## config.mk

```make
export PLATFORM = sky130hd
export DESIGN_NAME = fetchTop
export DESIGN_NICKNAME = d
export VERILOG_FILES = /design/src/verilog/fetchPkg.sv /design/src/verilog/instrMem.sv /design/src/verilog/fetchUnit.sv /design/src/verilog/fetchQueue.sv /design/src/verilog/instrDecode.sv /design/src/verilog/fetchTop.sv
export SDC_FILE = /design/constraint.sdc
export NUM_CORES = 2
export LEC_CHECK = 0
export BUFFER_PORTS_ARGS = -buffer_cell sky130_fd_sc_hd__buf_2
export CORE_UTILIZATION = 45
export CTS_CLUSTER_DIAMETER = 60
export DETAILED_ROUTE_END_ITERATION = 16
export HOLD_SLACK_MARGIN = 0.06
export PLACE_DENSITY = 0.65
export SLEW_MARGIN = 0
export SYNTH_ARGS = -nofsm -noshare
export SYNTH_HDL_FRONTEND = slang
export SYNTH_MEMORY_MAX_BITS = 65536
export SYNTH_SLANG_ARGS = --single-unit
```

## constraint.sdc

```tcl
create_clock -name clk -period 4.8 [get_ports clk]
set_clock_uncertainty 0.1 [all_clocks]
set_input_delay 0.24 -clock clk [delete_from_list [all_inputs] [get_ports clk]]
set_output_delay 0.24 -clock clk [all_outputs]
set_load 0.02 [all_outputs]
```

## src/verilog/fetchPkg.sv

```systemverilog
/*
 Shared constants and types for the 16-bit fetch and decode front end.
 Modules import it inside their bodies and use scoped names on ports.
*/
package fetchPkg;

    localparam int instrWidth = 16;    // Instruction and PC width
    localparam int imemDepth = 256;    // Words
    localparam int imemAddrWidth = 8;  // Word address
    localparam int queueDepth = 2;
    localparam int queueCountWidth = 2;

    // Opcodes live in bits 15:11
    localparam logic [4:0] opHalt = 5'b00000;
    localparam logic [4:0] opNop = 5'b00001;
    localparam logic [4:0] opJ = 5'b00100;
    localparam logic [4:0] opJr = 5'b00101;
    localparam logic [4:0] opJal = 5'b00110;
    localparam logic [4:0] opJalr = 5'b00111;
    localparam logic [4:0] opAddi = 5'b01000;
    localparam logic [4:0] opSubi = 5'b01001;
    localparam logic [4:0] opXori = 5'b01010;
    localparam logic [4:0] opAndni = 5'b01011;
    localparam logic [4:0] opBeqz = 5'b01100;
    localparam logic [4:0] opBnez = 5'b01101;
    localparam logic [4:0] opBltz = 5'b01110;
    localparam logic [4:0] opBgez = 5'b01111;
    localparam logic [4:0] opSt = 5'b10000;
    localparam logic [4:0] opLd = 5'b10001;
    localparam logic [4:0] opSlbi = 5'b10010;
    localparam logic [4:0] opStu = 5'b10011;
    localparam logic [4:0] opRoli = 5'b10100;
    localparam logic [4:0] opSlli = 5'b10101;
    localparam logic [4:0] opRori = 5'b10110;
    localparam logic [4:0] opSrli = 5'b10111;
    localparam logic [4:0] opLbi = 5'b11000;
    localparam logic [4:0] opBtr = 5'b11001;
    localparam logic [4:0] opShiftRr = 5'b11010; // ROL, SLL, ROR, SRL by func
    localparam logic [4:0] opAluRr = 5'b11011;   // ADD, SUB, XOR, ANDN by func
    localparam logic [4:0] opSeq = 5'b11100;
    localparam logic [4:0] opSlt = 5'b11101;
    localparam logic [4:0] opSle = 5'b11110;
    localparam logic [4:0] opSco = 5'b11111;

    localparam logic [instrWidth-1:0] nopWord = 16'h0800; // Load-use bubble

    typedef struct packed {
        logic [4:0] opcode;
        logic [2:0] rs;
        logic [2:0] rt;
        logic [2:0] rd;
        logic [1:0] func;
    } rFmt_s;

    typedef struct packed {
        logic [4:0] opcode;
        logic [2:0] rs;
        logic [2:0] rd;
        logic [4:0] imm;
    } iFmt_s;

    // Same word, seen as R-format or I-format
    typedef union packed {
        rFmt_s r;
        iFmt_s i;
    } instrWord_u;

    typedef struct packed {
        logic [instrWidth-1:0] pc;
        instrWord_u instr;
    } fetchItem_s;

    typedef enum logic [1:0] {
        rsDest = 2'b00,
        rdR = 2'b01,
        linkR7 = 2'b10,
        rdI = 2'b11
    } destSel_e;

    /* immSel: 000 zext5, 001 sext5, 010 sext8, 011 zext8, 100 sext11
       linkReg: 00 ALU result, 01 PC+2, 10 immediate, 11 SLBI merge */
    typedef struct packed {
        logic regWrite;
        logic [2:0] destReg;
        logic memEnable;
        logic memWr;
        logic val2Reg;   // Write back memory data
        logic aluSel;    // ALU B takes the immediate
        logic [2:0] immSel;
        logic [1:0] linkReg;
        logic bFlag;
        logic jFlag;
        logic halt;
        logic ctrlErr;
    } ctrl_s;

    typedef struct packed {
        logic [instrWidth-1:0] pc;
        logic [4:0] opcode;
        ctrl_s ctrl;
    } decodeOut_s;

endpackage

```

## src/verilog/instrMem.sv

```systemverilog
/*
 Instruction memory. Loaded word by word through an APB slave port
 before the run; fetch reads it through a one-cycle synchronous port.
*/
`timescale 1ns/1ps
module instrMem (
    input  logic clk,
    input  logic arstN,
    input  logic psel,
    input  logic penable,
    input  logic pwrite,
    input  logic [fetchPkg::imemAddrWidth:0] paddr, // Top bit lies past the array
    input  logic [fetchPkg::instrWidth-1:0] pwdata,
    output logic pready,
    output logic pslverr,
    input  logic run,
    input  logic rdEn,
    input  logic [fetchPkg::imemAddrWidth-1:0] rdAddr,
    output logic [fetchPkg::instrWidth-1:0] rdData
);
    import fetchPkg::*;

    logic [instrWidth-1:0] mem [imemDepth];
    logic access;
    logic badAddr;

    assign access = psel && penable;
    assign badAddr = paddr >= (imemAddrWidth + 1)'(imemDepth);

    // No wait states
    assign pready = access;
    assign pslverr = access && (badAddr || (pwrite && run)); // No loading while running

    always_ff @(posedge clk) begin
        if (access && pwrite && !pslverr) begin
            mem[paddr[imemAddrWidth-1:0]] <= pwdata;
        end
    end

    // Fetch port, data one clock after rdEn
    always_ff @(posedge clk) begin
        if (rdEn) begin
            rdData <= mem[rdAddr];
        end
    end

    // Every access phase follows a setup phase
    apbSetupFirst: assert property (@(posedge clk) disable iff (!arstN)
        penable |-> psel && $past(psel && !penable))
        else $error("APB access phase without setup phase");

endmodule

```

## src/verilog/fetchUnit.sv

```systemverilog
/*
 Program counter and fetch request logic. Issues one read per cycle
 while running and while the queue can take the word, counting the
 word in flight. Redirect reloads the PC and drops the returning word.
*/
`timescale 1ns/1ps
module fetchUnit (
    input  logic clk,
    input  logic arstN,
    input  logic run,
    input  logic queueFull,
    input  logic [fetchPkg::queueCountWidth-1:0] queueCount,
    input  logic redirect,
    input  logic [fetchPkg::instrWidth-1:0] redirectPc,
    input  logic haltSeen,
    output logic rdEn,
    output logic [fetchPkg::imemAddrWidth-1:0] rdAddr,
    input  logic [fetchPkg::instrWidth-1:0] rdData,
    output logic push,
    output fetchPkg::fetchItem_s pushItem
);
    import fetchPkg::*;

    logic [instrWidth-1:0] pc;        // Byte address, word aligned
    logic [instrWidth-1:0] flightPc;
    logic inFlight;
    logic [queueCountWidth:0] used;   // Queue entries plus word in flight

    assign used = {1'b0, queueCount} + (queueCountWidth + 1)'(inFlight);

    assign rdEn = run && !haltSeen && !redirect && !queueFull
                  && (used < (queueCountWidth + 1)'(queueDepth));
    assign rdAddr = pc[imemAddrWidth:1];

    always_ff @(posedge clk or negedge arstN) begin
        if (!arstN) begin
            pc <= '0;
            inFlight <= 1'b0;
        end else begin
            inFlight <= rdEn;
            if (redirect) begin
                pc <= redirectPc;
            end else if (rdEn) begin
                pc <= pc + instrWidth'(2);
            end
        end
    end

    always_ff @(posedge clk) begin
        if (rdEn) begin
            flightPc <= pc;
        end
    end

    // Word returning during a redirect belongs to the old path
    assign push = inFlight && !redirect;
    assign pushItem.pc = flightPc;
    assign pushItem.instr = rdData;

    noPushWhenFull: assert property (@(posedge clk) disable iff (!arstN)
        push |-> !queueFull)
        else $error("Fetch pushed into a full queue");

endmodule

```

## src/verilog/fetchQueue.sv

```systemverilog
/*
 Two-entry fetch queue of PC and instruction pairs. A pushed item is
 at the head the next cycle. Flush empties it in one cycle.
*/
`timescale 1ns/1ps
module fetchQueue (
    input  logic clk,
    input  logic arstN,
    input  logic push,
    input  fetchPkg::fetchItem_s pushItem,
    input  logic flush,
    input  logic pop,
    output logic headValid,
    output fetchPkg::fetchItem_s headItem,
    output logic full,
    output logic [fetchPkg::queueCountWidth-1:0] count
);
    import fetchPkg::*;

    fetchItem_s slots [queueDepth];
    logic [$clog2(queueDepth)-1:0] wrPtr;
    logic [$clog2(queueDepth)-1:0] rdPtr;
    logic doPush;
    logic doPop;

    assign headValid = count != '0;
    assign full = count == queueCountWidth'(queueDepth);
    assign headItem = slots[rdPtr];

    assign doPush = push && !full;
    assign doPop = pop && headValid;

    always_ff @(posedge clk or negedge arstN) begin
        if (!arstN) begin
            wrPtr <= '0;
            rdPtr <= '0;
            count <= '0;
        end else if (flush) begin
            wrPtr <= '0;
            rdPtr <= '0;
            count <= '0;
        end else begin
            if (doPush) wrPtr <= wrPtr + 1'b1; // Wraps at queueDepth
            if (doPop) rdPtr <= rdPtr + 1'b1;
            count <= count + queueCountWidth'(doPush) - queueCountWidth'(doPop);
        end
    end

    always_ff @(posedge clk) begin
        if (doPush) begin
            slots[wrPtr] <= pushItem;
        end
    end

    // Decode must only take a valid head
    noPopWhenEmpty: assert property (@(posedge clk) disable iff (!arstN)
        pop |-> headValid)
        else $error("Pop from an empty fetch queue");

endmodule

```

## src/verilog/instrDecode.sv

```systemverilog
/*
 Decode stage. Turns the queue head into a registered control record,
 inserts one NOP bubble on a load-use hazard and flags halt to fetch.
 A record shown in the same cycle as redirect is squashed.
*/
`timescale 1ns/1ps
module instrDecode (
    input  logic clk,
    input  logic arstN,
    input  logic headValid,
    input  fetchPkg::fetchItem_s headItem,
    output logic pop,
    input  logic exStall,
    input  logic redirect,
    output logic outValid,
    output fetchPkg::decodeOut_s outRec,
    output logic haltSeen
);
    import fetchPkg::*;

    instrWord_u head;
    instrWord_u dec;
    logic [4:0] op;
    ctrl_s ctrl;
    destSel_e dSel;
    logic usesRs;
    logic usesRt;
    logic hazard;
    logic issue;
    logic loadPending;     // Last issued record was a load
    logic [2:0] loadDest;

    assign head = headItem.instr;
    assign usesRs = !(head.r.opcode inside {opHalt, opNop, opJ, opJal, opLbi});
    assign usesRt = head.r.opcode inside {opSt, opStu, opAluRr, opShiftRr,
                                          opSeq, opSlt, opSle, opSco};
    assign hazard = loadPending && ((usesRs && head.r.rs == loadDest)
                                    || (usesRt && head.r.rt == loadDest));

    assign dec = hazard ? instrWord_u'(nopWord) : head;
    assign op = dec.r.opcode;

    assign issue = headValid && !exStall && !redirect && !haltSeen;
    assign pop = issue && !hazard; // Dependent instruction waits out the bubble

    always_comb begin
        ctrl = '0;
        dSel = rsDest;
        case (op)
            opHalt: ctrl.halt = 1'b1;
            opNop: ctrl.halt = 1'b0;
            opAddi, opSubi, opXori, opAndni, opRoli, opSlli, opRori, opSrli: begin
                ctrl.regWrite = 1'b1;
                ctrl.aluSel = 1'b1;
                ctrl.immSel = (op == opAddi || op == opSubi) ? 3'b001 : 3'b000;
                dSel = rdI;
            end
            opSt, opStu, opLd: begin
                ctrl.memEnable = 1'b1;
                ctrl.memWr = op != opLd;
                ctrl.val2Reg = op == opLd;
                ctrl.regWrite = op != opSt; // STU writes back the address
                ctrl.aluSel = 1'b1;
                ctrl.immSel = 3'b001;
                dSel = (op == opLd) ? rdI : rsDest;
            end
            opBtr, opAluRr, opShiftRr, opSeq, opSlt, opSle, opSco: begin
                ctrl.regWrite = 1'b1;
                dSel = rdR;
            end
            opBeqz, opBnez, opBltz, opBgez: begin
                ctrl.bFlag = 1'b1;
                ctrl.immSel = 3'b010;
            end
            opLbi, opSlbi: begin
                ctrl.regWrite = 1'b1;
                ctrl.immSel = (op == opLbi) ? 3'b010 : 3'b011;
                ctrl.linkReg = (op == opLbi) ? 2'b10 : 2'b11;
            end
            opJ, opJr, opJal, opJalr: begin
                ctrl.jFlag = 1'b1;
                ctrl.immSel = op[0] ? 3'b010 : 3'b100; // Register forms use 8 bits
                ctrl.regWrite = op[1];                 // JAL and JALR link
                ctrl.linkReg = op[1] ? 2'b01 : 2'b00;
                dSel = linkR7;
            end
            default: ctrl.ctrlErr = 1'b1;
        endcase
        case (dSel)
            rsDest: ctrl.destReg = dec.r.rs;
            rdR: ctrl.destReg = dec.r.rd;
            linkR7: ctrl.destReg = 3'd7;
            default: ctrl.destReg = dec.i.rd;
        endcase
    end

    always_ff @(posedge clk or negedge arstN) begin
        if (!arstN) begin
            outValid <= 1'b0;
            loadPending <= 1'b0;
            haltSeen <= 1'b0;
        end else if (redirect) begin
            outValid <= 1'b0;
            loadPending <= 1'b0;
            haltSeen <= 1'b0; // Halt on the squashed path
        end else if (!exStall) begin
            outValid <= issue;
            if (issue) begin
                loadPending <= ctrl.memEnable && ctrl.val2Reg;
                haltSeen <= ctrl.halt;
            end
        end
    end

    always_ff @(posedge clk) begin
        if (issue) begin
            outRec.pc <= headItem.pc;
            outRec.opcode <= op;
            outRec.ctrl <= ctrl;
            loadDest <= ctrl.destReg;
        end
    end

    squashAfterRedirect: assert property (@(posedge clk) disable iff (!arstN)
        redirect |-> ##2 !outValid)
        else $error("Record issued right after a redirect");

endmodule

```

## src/verilog/fetchTop.sv

```systemverilog
/*
 Front end top level. Load the program over APB, then raise run.
 Decoded records leave on outRec marked by outValid; the execute side
 drives exStall and the redirect pulse with its target.
*/
`timescale 1ns/1ps
module fetchTop (
    input  logic clk,
    input  logic arstN,
    input  logic psel,
    input  logic penable,
    input  logic pwrite,
    input  logic [fetchPkg::imemAddrWidth:0] paddr,
    input  logic [fetchPkg::instrWidth-1:0] pwdata,
    output logic pready,
    output logic pslverr,
    input  logic run,
    input  logic exStall,
    input  logic redirect,
    input  logic [fetchPkg::instrWidth-1:0] redirectPc,
    output logic outValid,
    output fetchPkg::decodeOut_s outRec
);
    import fetchPkg::*;

    logic rdEn;
    logic [imemAddrWidth-1:0] rdAddr;
    logic [instrWidth-1:0] rdData;
    logic push;
    fetchItem_s pushItem;
    logic queueFull;
    logic [queueCountWidth-1:0] queueCount;
    logic headValid;
    fetchItem_s headItem;
    logic pop;
    logic haltSeen;

    instrMem u_mem (
        .clk(clk), .arstN(arstN),
        .psel(psel), .penable(penable), .pwrite(pwrite), .paddr(paddr), .pwdata(pwdata),
        .pready(pready), .pslverr(pslverr), .run(run),
        .rdEn(rdEn), .rdAddr(rdAddr), .rdData(rdData)
    );

    fetchUnit u_fetch (
        .clk(clk), .arstN(arstN), .run(run),
        .queueFull(queueFull), .queueCount(queueCount),
        .redirect(redirect), .redirectPc(redirectPc), .haltSeen(haltSeen),
        .rdEn(rdEn), .rdAddr(rdAddr), .rdData(rdData),
        .push(push), .pushItem(pushItem)
    );

    fetchQueue u_queue (
        .clk(clk), .arstN(arstN), .push(push), .pushItem(pushItem),
        .flush(redirect), .pop(pop), .headValid(headValid), .headItem(headItem),
        .full(queueFull), .count(queueCount)
    );

    instrDecode u_decode (
        .clk(clk), .arstN(arstN), .headValid(headValid), .headItem(headItem), .pop(pop),
        .exStall(exStall), .redirect(redirect),
        .outValid(outValid), .outRec(outRec), .haltSeen(haltSeen)
    );

endmodule

```

==> results.json <==
{
  "place_congestion": 0.869,
  "wl_met2_um": 189000,
  "routed_wl_um": 402000,
  "reg2reg_depth": 8,
  "fin_nets": 7459,
  "num_vias": 74700,
  "leakage_uw": 0.0533,
  "die_w_um": 570,
  "ff2ff_setup_slack_ps": 220,
  "antenna_found_initial": 36,
  "synth.ff_latch_count": 3736,
  "holdCritPathClass": "in -> reg",
  "r2r_start": "u_fetch.pc[1]$_DFFE_PN0N_",
  "cts.clk_slew.worst_paths_ps": 60,
  "track_usage_pct": 24.4,
  "synth_top_area_cell": "edfxtp_1",
  "criticalPathCategory": "reg -> reg",
  "grt_max_degree": 164,
  "clockBufferDepth": 4,
  "syn_inst": 6676,
  "end_kind": "register",
  "htree_levels": 5,
  "postCtsHoldBufs": 80,
  "rows": 208,
  "avgSynthCellArea_um2": 21.8,
  "cts_tree": "done",
  "synth_cell_types": 94,
  "synth_fp_nets": 6728,
  "yosysSeqAreaShare_pct": 77.1,
  "post_cts_resized": 0,
  "initial_core_util_pct": 45.3,
  "yosys_most_used_dff": "edfxtp_1",
  "drt_pre_antenna_iters": 6,
  "rsz0062_at_grt": "false",
  "finalHoldViolations": 0,
  "place.port_buffers": 87,
  "synth_edf_count": 3712,
  "io_pins": 90,
  "synth_area_leaders": "edfxtp_1 77%, mux4_2 9.8%, mux4_1 2.6%, mux2i_1 2.5%, nor2_1 0.81%",
  "crit_arrival_ps": 5130,
  "synth.top_cell.area_share_pct": 76.7,
  "grt_pass1_vias": 73000,
  "stdcell_area_mm2": 0.167,
  "ys_async_sr_fraction_pct": 0.642,
  "dieArea_mm2": 0.325,
  "holdPathStages": 2,
  "grt_first_pass_wirelength_um": 560000,
  "drive_above_1_share_pct": 25.2,
  "dieHeight_um": 570,
  "overflow": 0,
  "cts_buffers": 373,
  "yosysMostFrequentCell": "edfxtp_1",
  "vias_per_cell": 6.21,
  "finalMaxSlewViolations": 0,
  "placed_area_mm2": 0.153,
  "synth_area_mm2": 0.145,
  "core_mm2": 0.321,
  "route.detailed.drc": 0,
  "relSlewSlack_pct": 9.06,
  "max_freq_ghz": 0.218,
  "clock_latency_ps": 990,
  "postCtsSetupRepairBufs": 0,
  "fin_crit_ps": 4580,
  "status": "finished clean",
  "critical_path.max_fanout": 20,
  "num-fill-cells": 24700,
  "required_ps": 5350,
  "ant_nets": 0,
  "setup_viol": 0,
  "top_layer_used": "met5",
  "cap_violations": 0,
  "avgRoutedWirePerCell_um": 33.4,
  "finalCritPeriodShare_pct": 95.5,
  "wl_met3_um": 42800,
  "whs_ps": 131,
  "vdd_drop_max_mv": 0.305,
  "post-dp-hpwl_um": 244000,
  "p_per_area_mw_per_mm2": 439,
  "whs_endpoint": "u_mem.mem[255][5]$_DFFE_PP_",
  "clock-sinks": 3736,
  "utilization_pct": 51.9,
  "drt_iter0_markers": 10100,
  "hp-start": "pwdata[5]",
  "r2r_end": "u_mem.rdData[8]$_DFFE_PP_",
  "cts_root_buf": "clkbuf_16",
  "yosys_warnings": 0,
  "tns_ps": 0,
  "max_slew.worst_pin.slew_ps": 1360,
  "crit_path_start_kind": "register",
  "area_growth_pct": 14.6,
  "synth_common_cells": "3712 x edfxtp_1, 632 x mux4_2, 362 x mux2i_1, 315 x nor2_1, 160 x a21oi_1",
  "wl_met1_um": 154000
}
==> through the flow <==
step / std cells / total power (uW) / setup WS [ps]
2_1_floorplan: 6676 / 41200 / 1480
3_3_place_gp: 11300 / 44500 / 400
3_5_place_dp: 11300 / 44500 / 435
4_1_cts: 12000 / 73300 / 401
5_1_grt: 12000 / 74800 / 195
6_report: 12000 / 73100 / 218
==> registers in the layout, summed over array words and instances, names as in the netlist <==
signal	flops
u_mem.mem	3584
u_queue.slots	60
u_decode.outRec	38
u_fetch.flightPc	16
u_fetch.pc	16
u_mem.rdData	14
u_queue.count	2
u_decode.haltSeen	1
u_decode.loadPending	1
u_decode.outValid	1
u_fetch.inFlight	1
u_queue.rdPtr	1
u_queue.wrPtr	1
==> report_power, final <==
group / leakage (uW) / switching (uW) / internal [uW]
registers: 0.0337 / 214 / 36000
logic: 0.0137 / 4870 / 2910
clock network: 0.00594 / 12600 / 16500
total: 0.0533 / 17700 / 55400
==> cell type report <==
| type | instances | area (um2) | area share [%] |
|---|---|---|---|
| Multi-Input combinational cell | 2536 | 30300 | 18.2 |
| Antenna cell | 16 | 40.0 | 0.0240 |
| Clock inverter | 236 | 2590 | 1.55 |
| Clock buffer | 437 | 9630 | 5.79 |
| Sequential cell | 3736 | 112000 | 67.3 |
| Timing Repair Buffer | 746 | 6480 | 3.89 |
| Inverter | 14 | 60.1 | 0.0361 |
| Tap cell | 4305 | 5390 | 3.23 |
==> how the worst max path moves through the flow <==
stage / from / to / slack, ps / depth (start not counted)
floorplan: redirect / u_queue.slots[0][10]$_DFFE_PP_ / 1480 / 3
finish: u_fetch.pc[1]$_DFFE_PN0N_ / u_mem.rdData[8]$_DFFE_PP_ / 220 / 8
global placement: u_fetch.pc[1]$_DFFE_PN0N_ / u_mem.rdData[8]$_DFFE_PP_ / 400 / 8
detailed placement: u_fetch.pc[1]$_DFFE_PN0N_ / u_mem.rdData[8]$_DFFE_PP_ / 440 / 8
CTS: u_fetch.pc[1]$_DFFE_PN0N_ / u_mem.rdData[8]$_DFFE_PP_ / 400 / 8
global route: u_fetch.pc[1]$_DFFE_PN0N_ / u_mem.rdData[8]$_DFFE_PP_ / 190 / 8
==> metal layers <==
metal | track usage, % | vias to the layer above
li1 | - | 29800
met1 | 33.6 | 39600
met2 | 38.1 | 4474
met3 | 5.49 | 737
met4 | 9.28 | 16
met5 | 0 | -
==> cells in the final DEF (no fill, tap or decap), types with 65 or more instances in the layout <==
cell and instances:
edfxtp_1 3712, mux4_2 632, buf_4 519, clkbuf_16 373, mux2i_1 362, nor2_1 312, a21oi_1 160, mux4_1 146
a22oi_1 146, nand2_1 123, dlygate4sd3_1 79, buf_2 73, clkinv_2 72, clkinv_1 69, a221oi_1 65
==> critical path, stage by stage (launching register included) <==
cell      delay [ps]
dfrtp_4          820
buf_12           320
buf_12           240
mux4_1           580
mux4_2           470
nor2b_1          220
a21oi_1          120
a221oi_1        1150
nor3_1           170
==> logic make-up after synthesis <==
group | synth area share, %
flip-flops | 77.1
multiplexers | 15.2
AO/OA/AOI/OAI | 3.55
AND/OR/NAND/NOR | 1.90
buffers and inverters | 2.16
XOR/XNOR | 0.0663
adder cells (fa/ha/maj) | 0.0258
No activity file was read; power rests on OpenSTA's default activity.
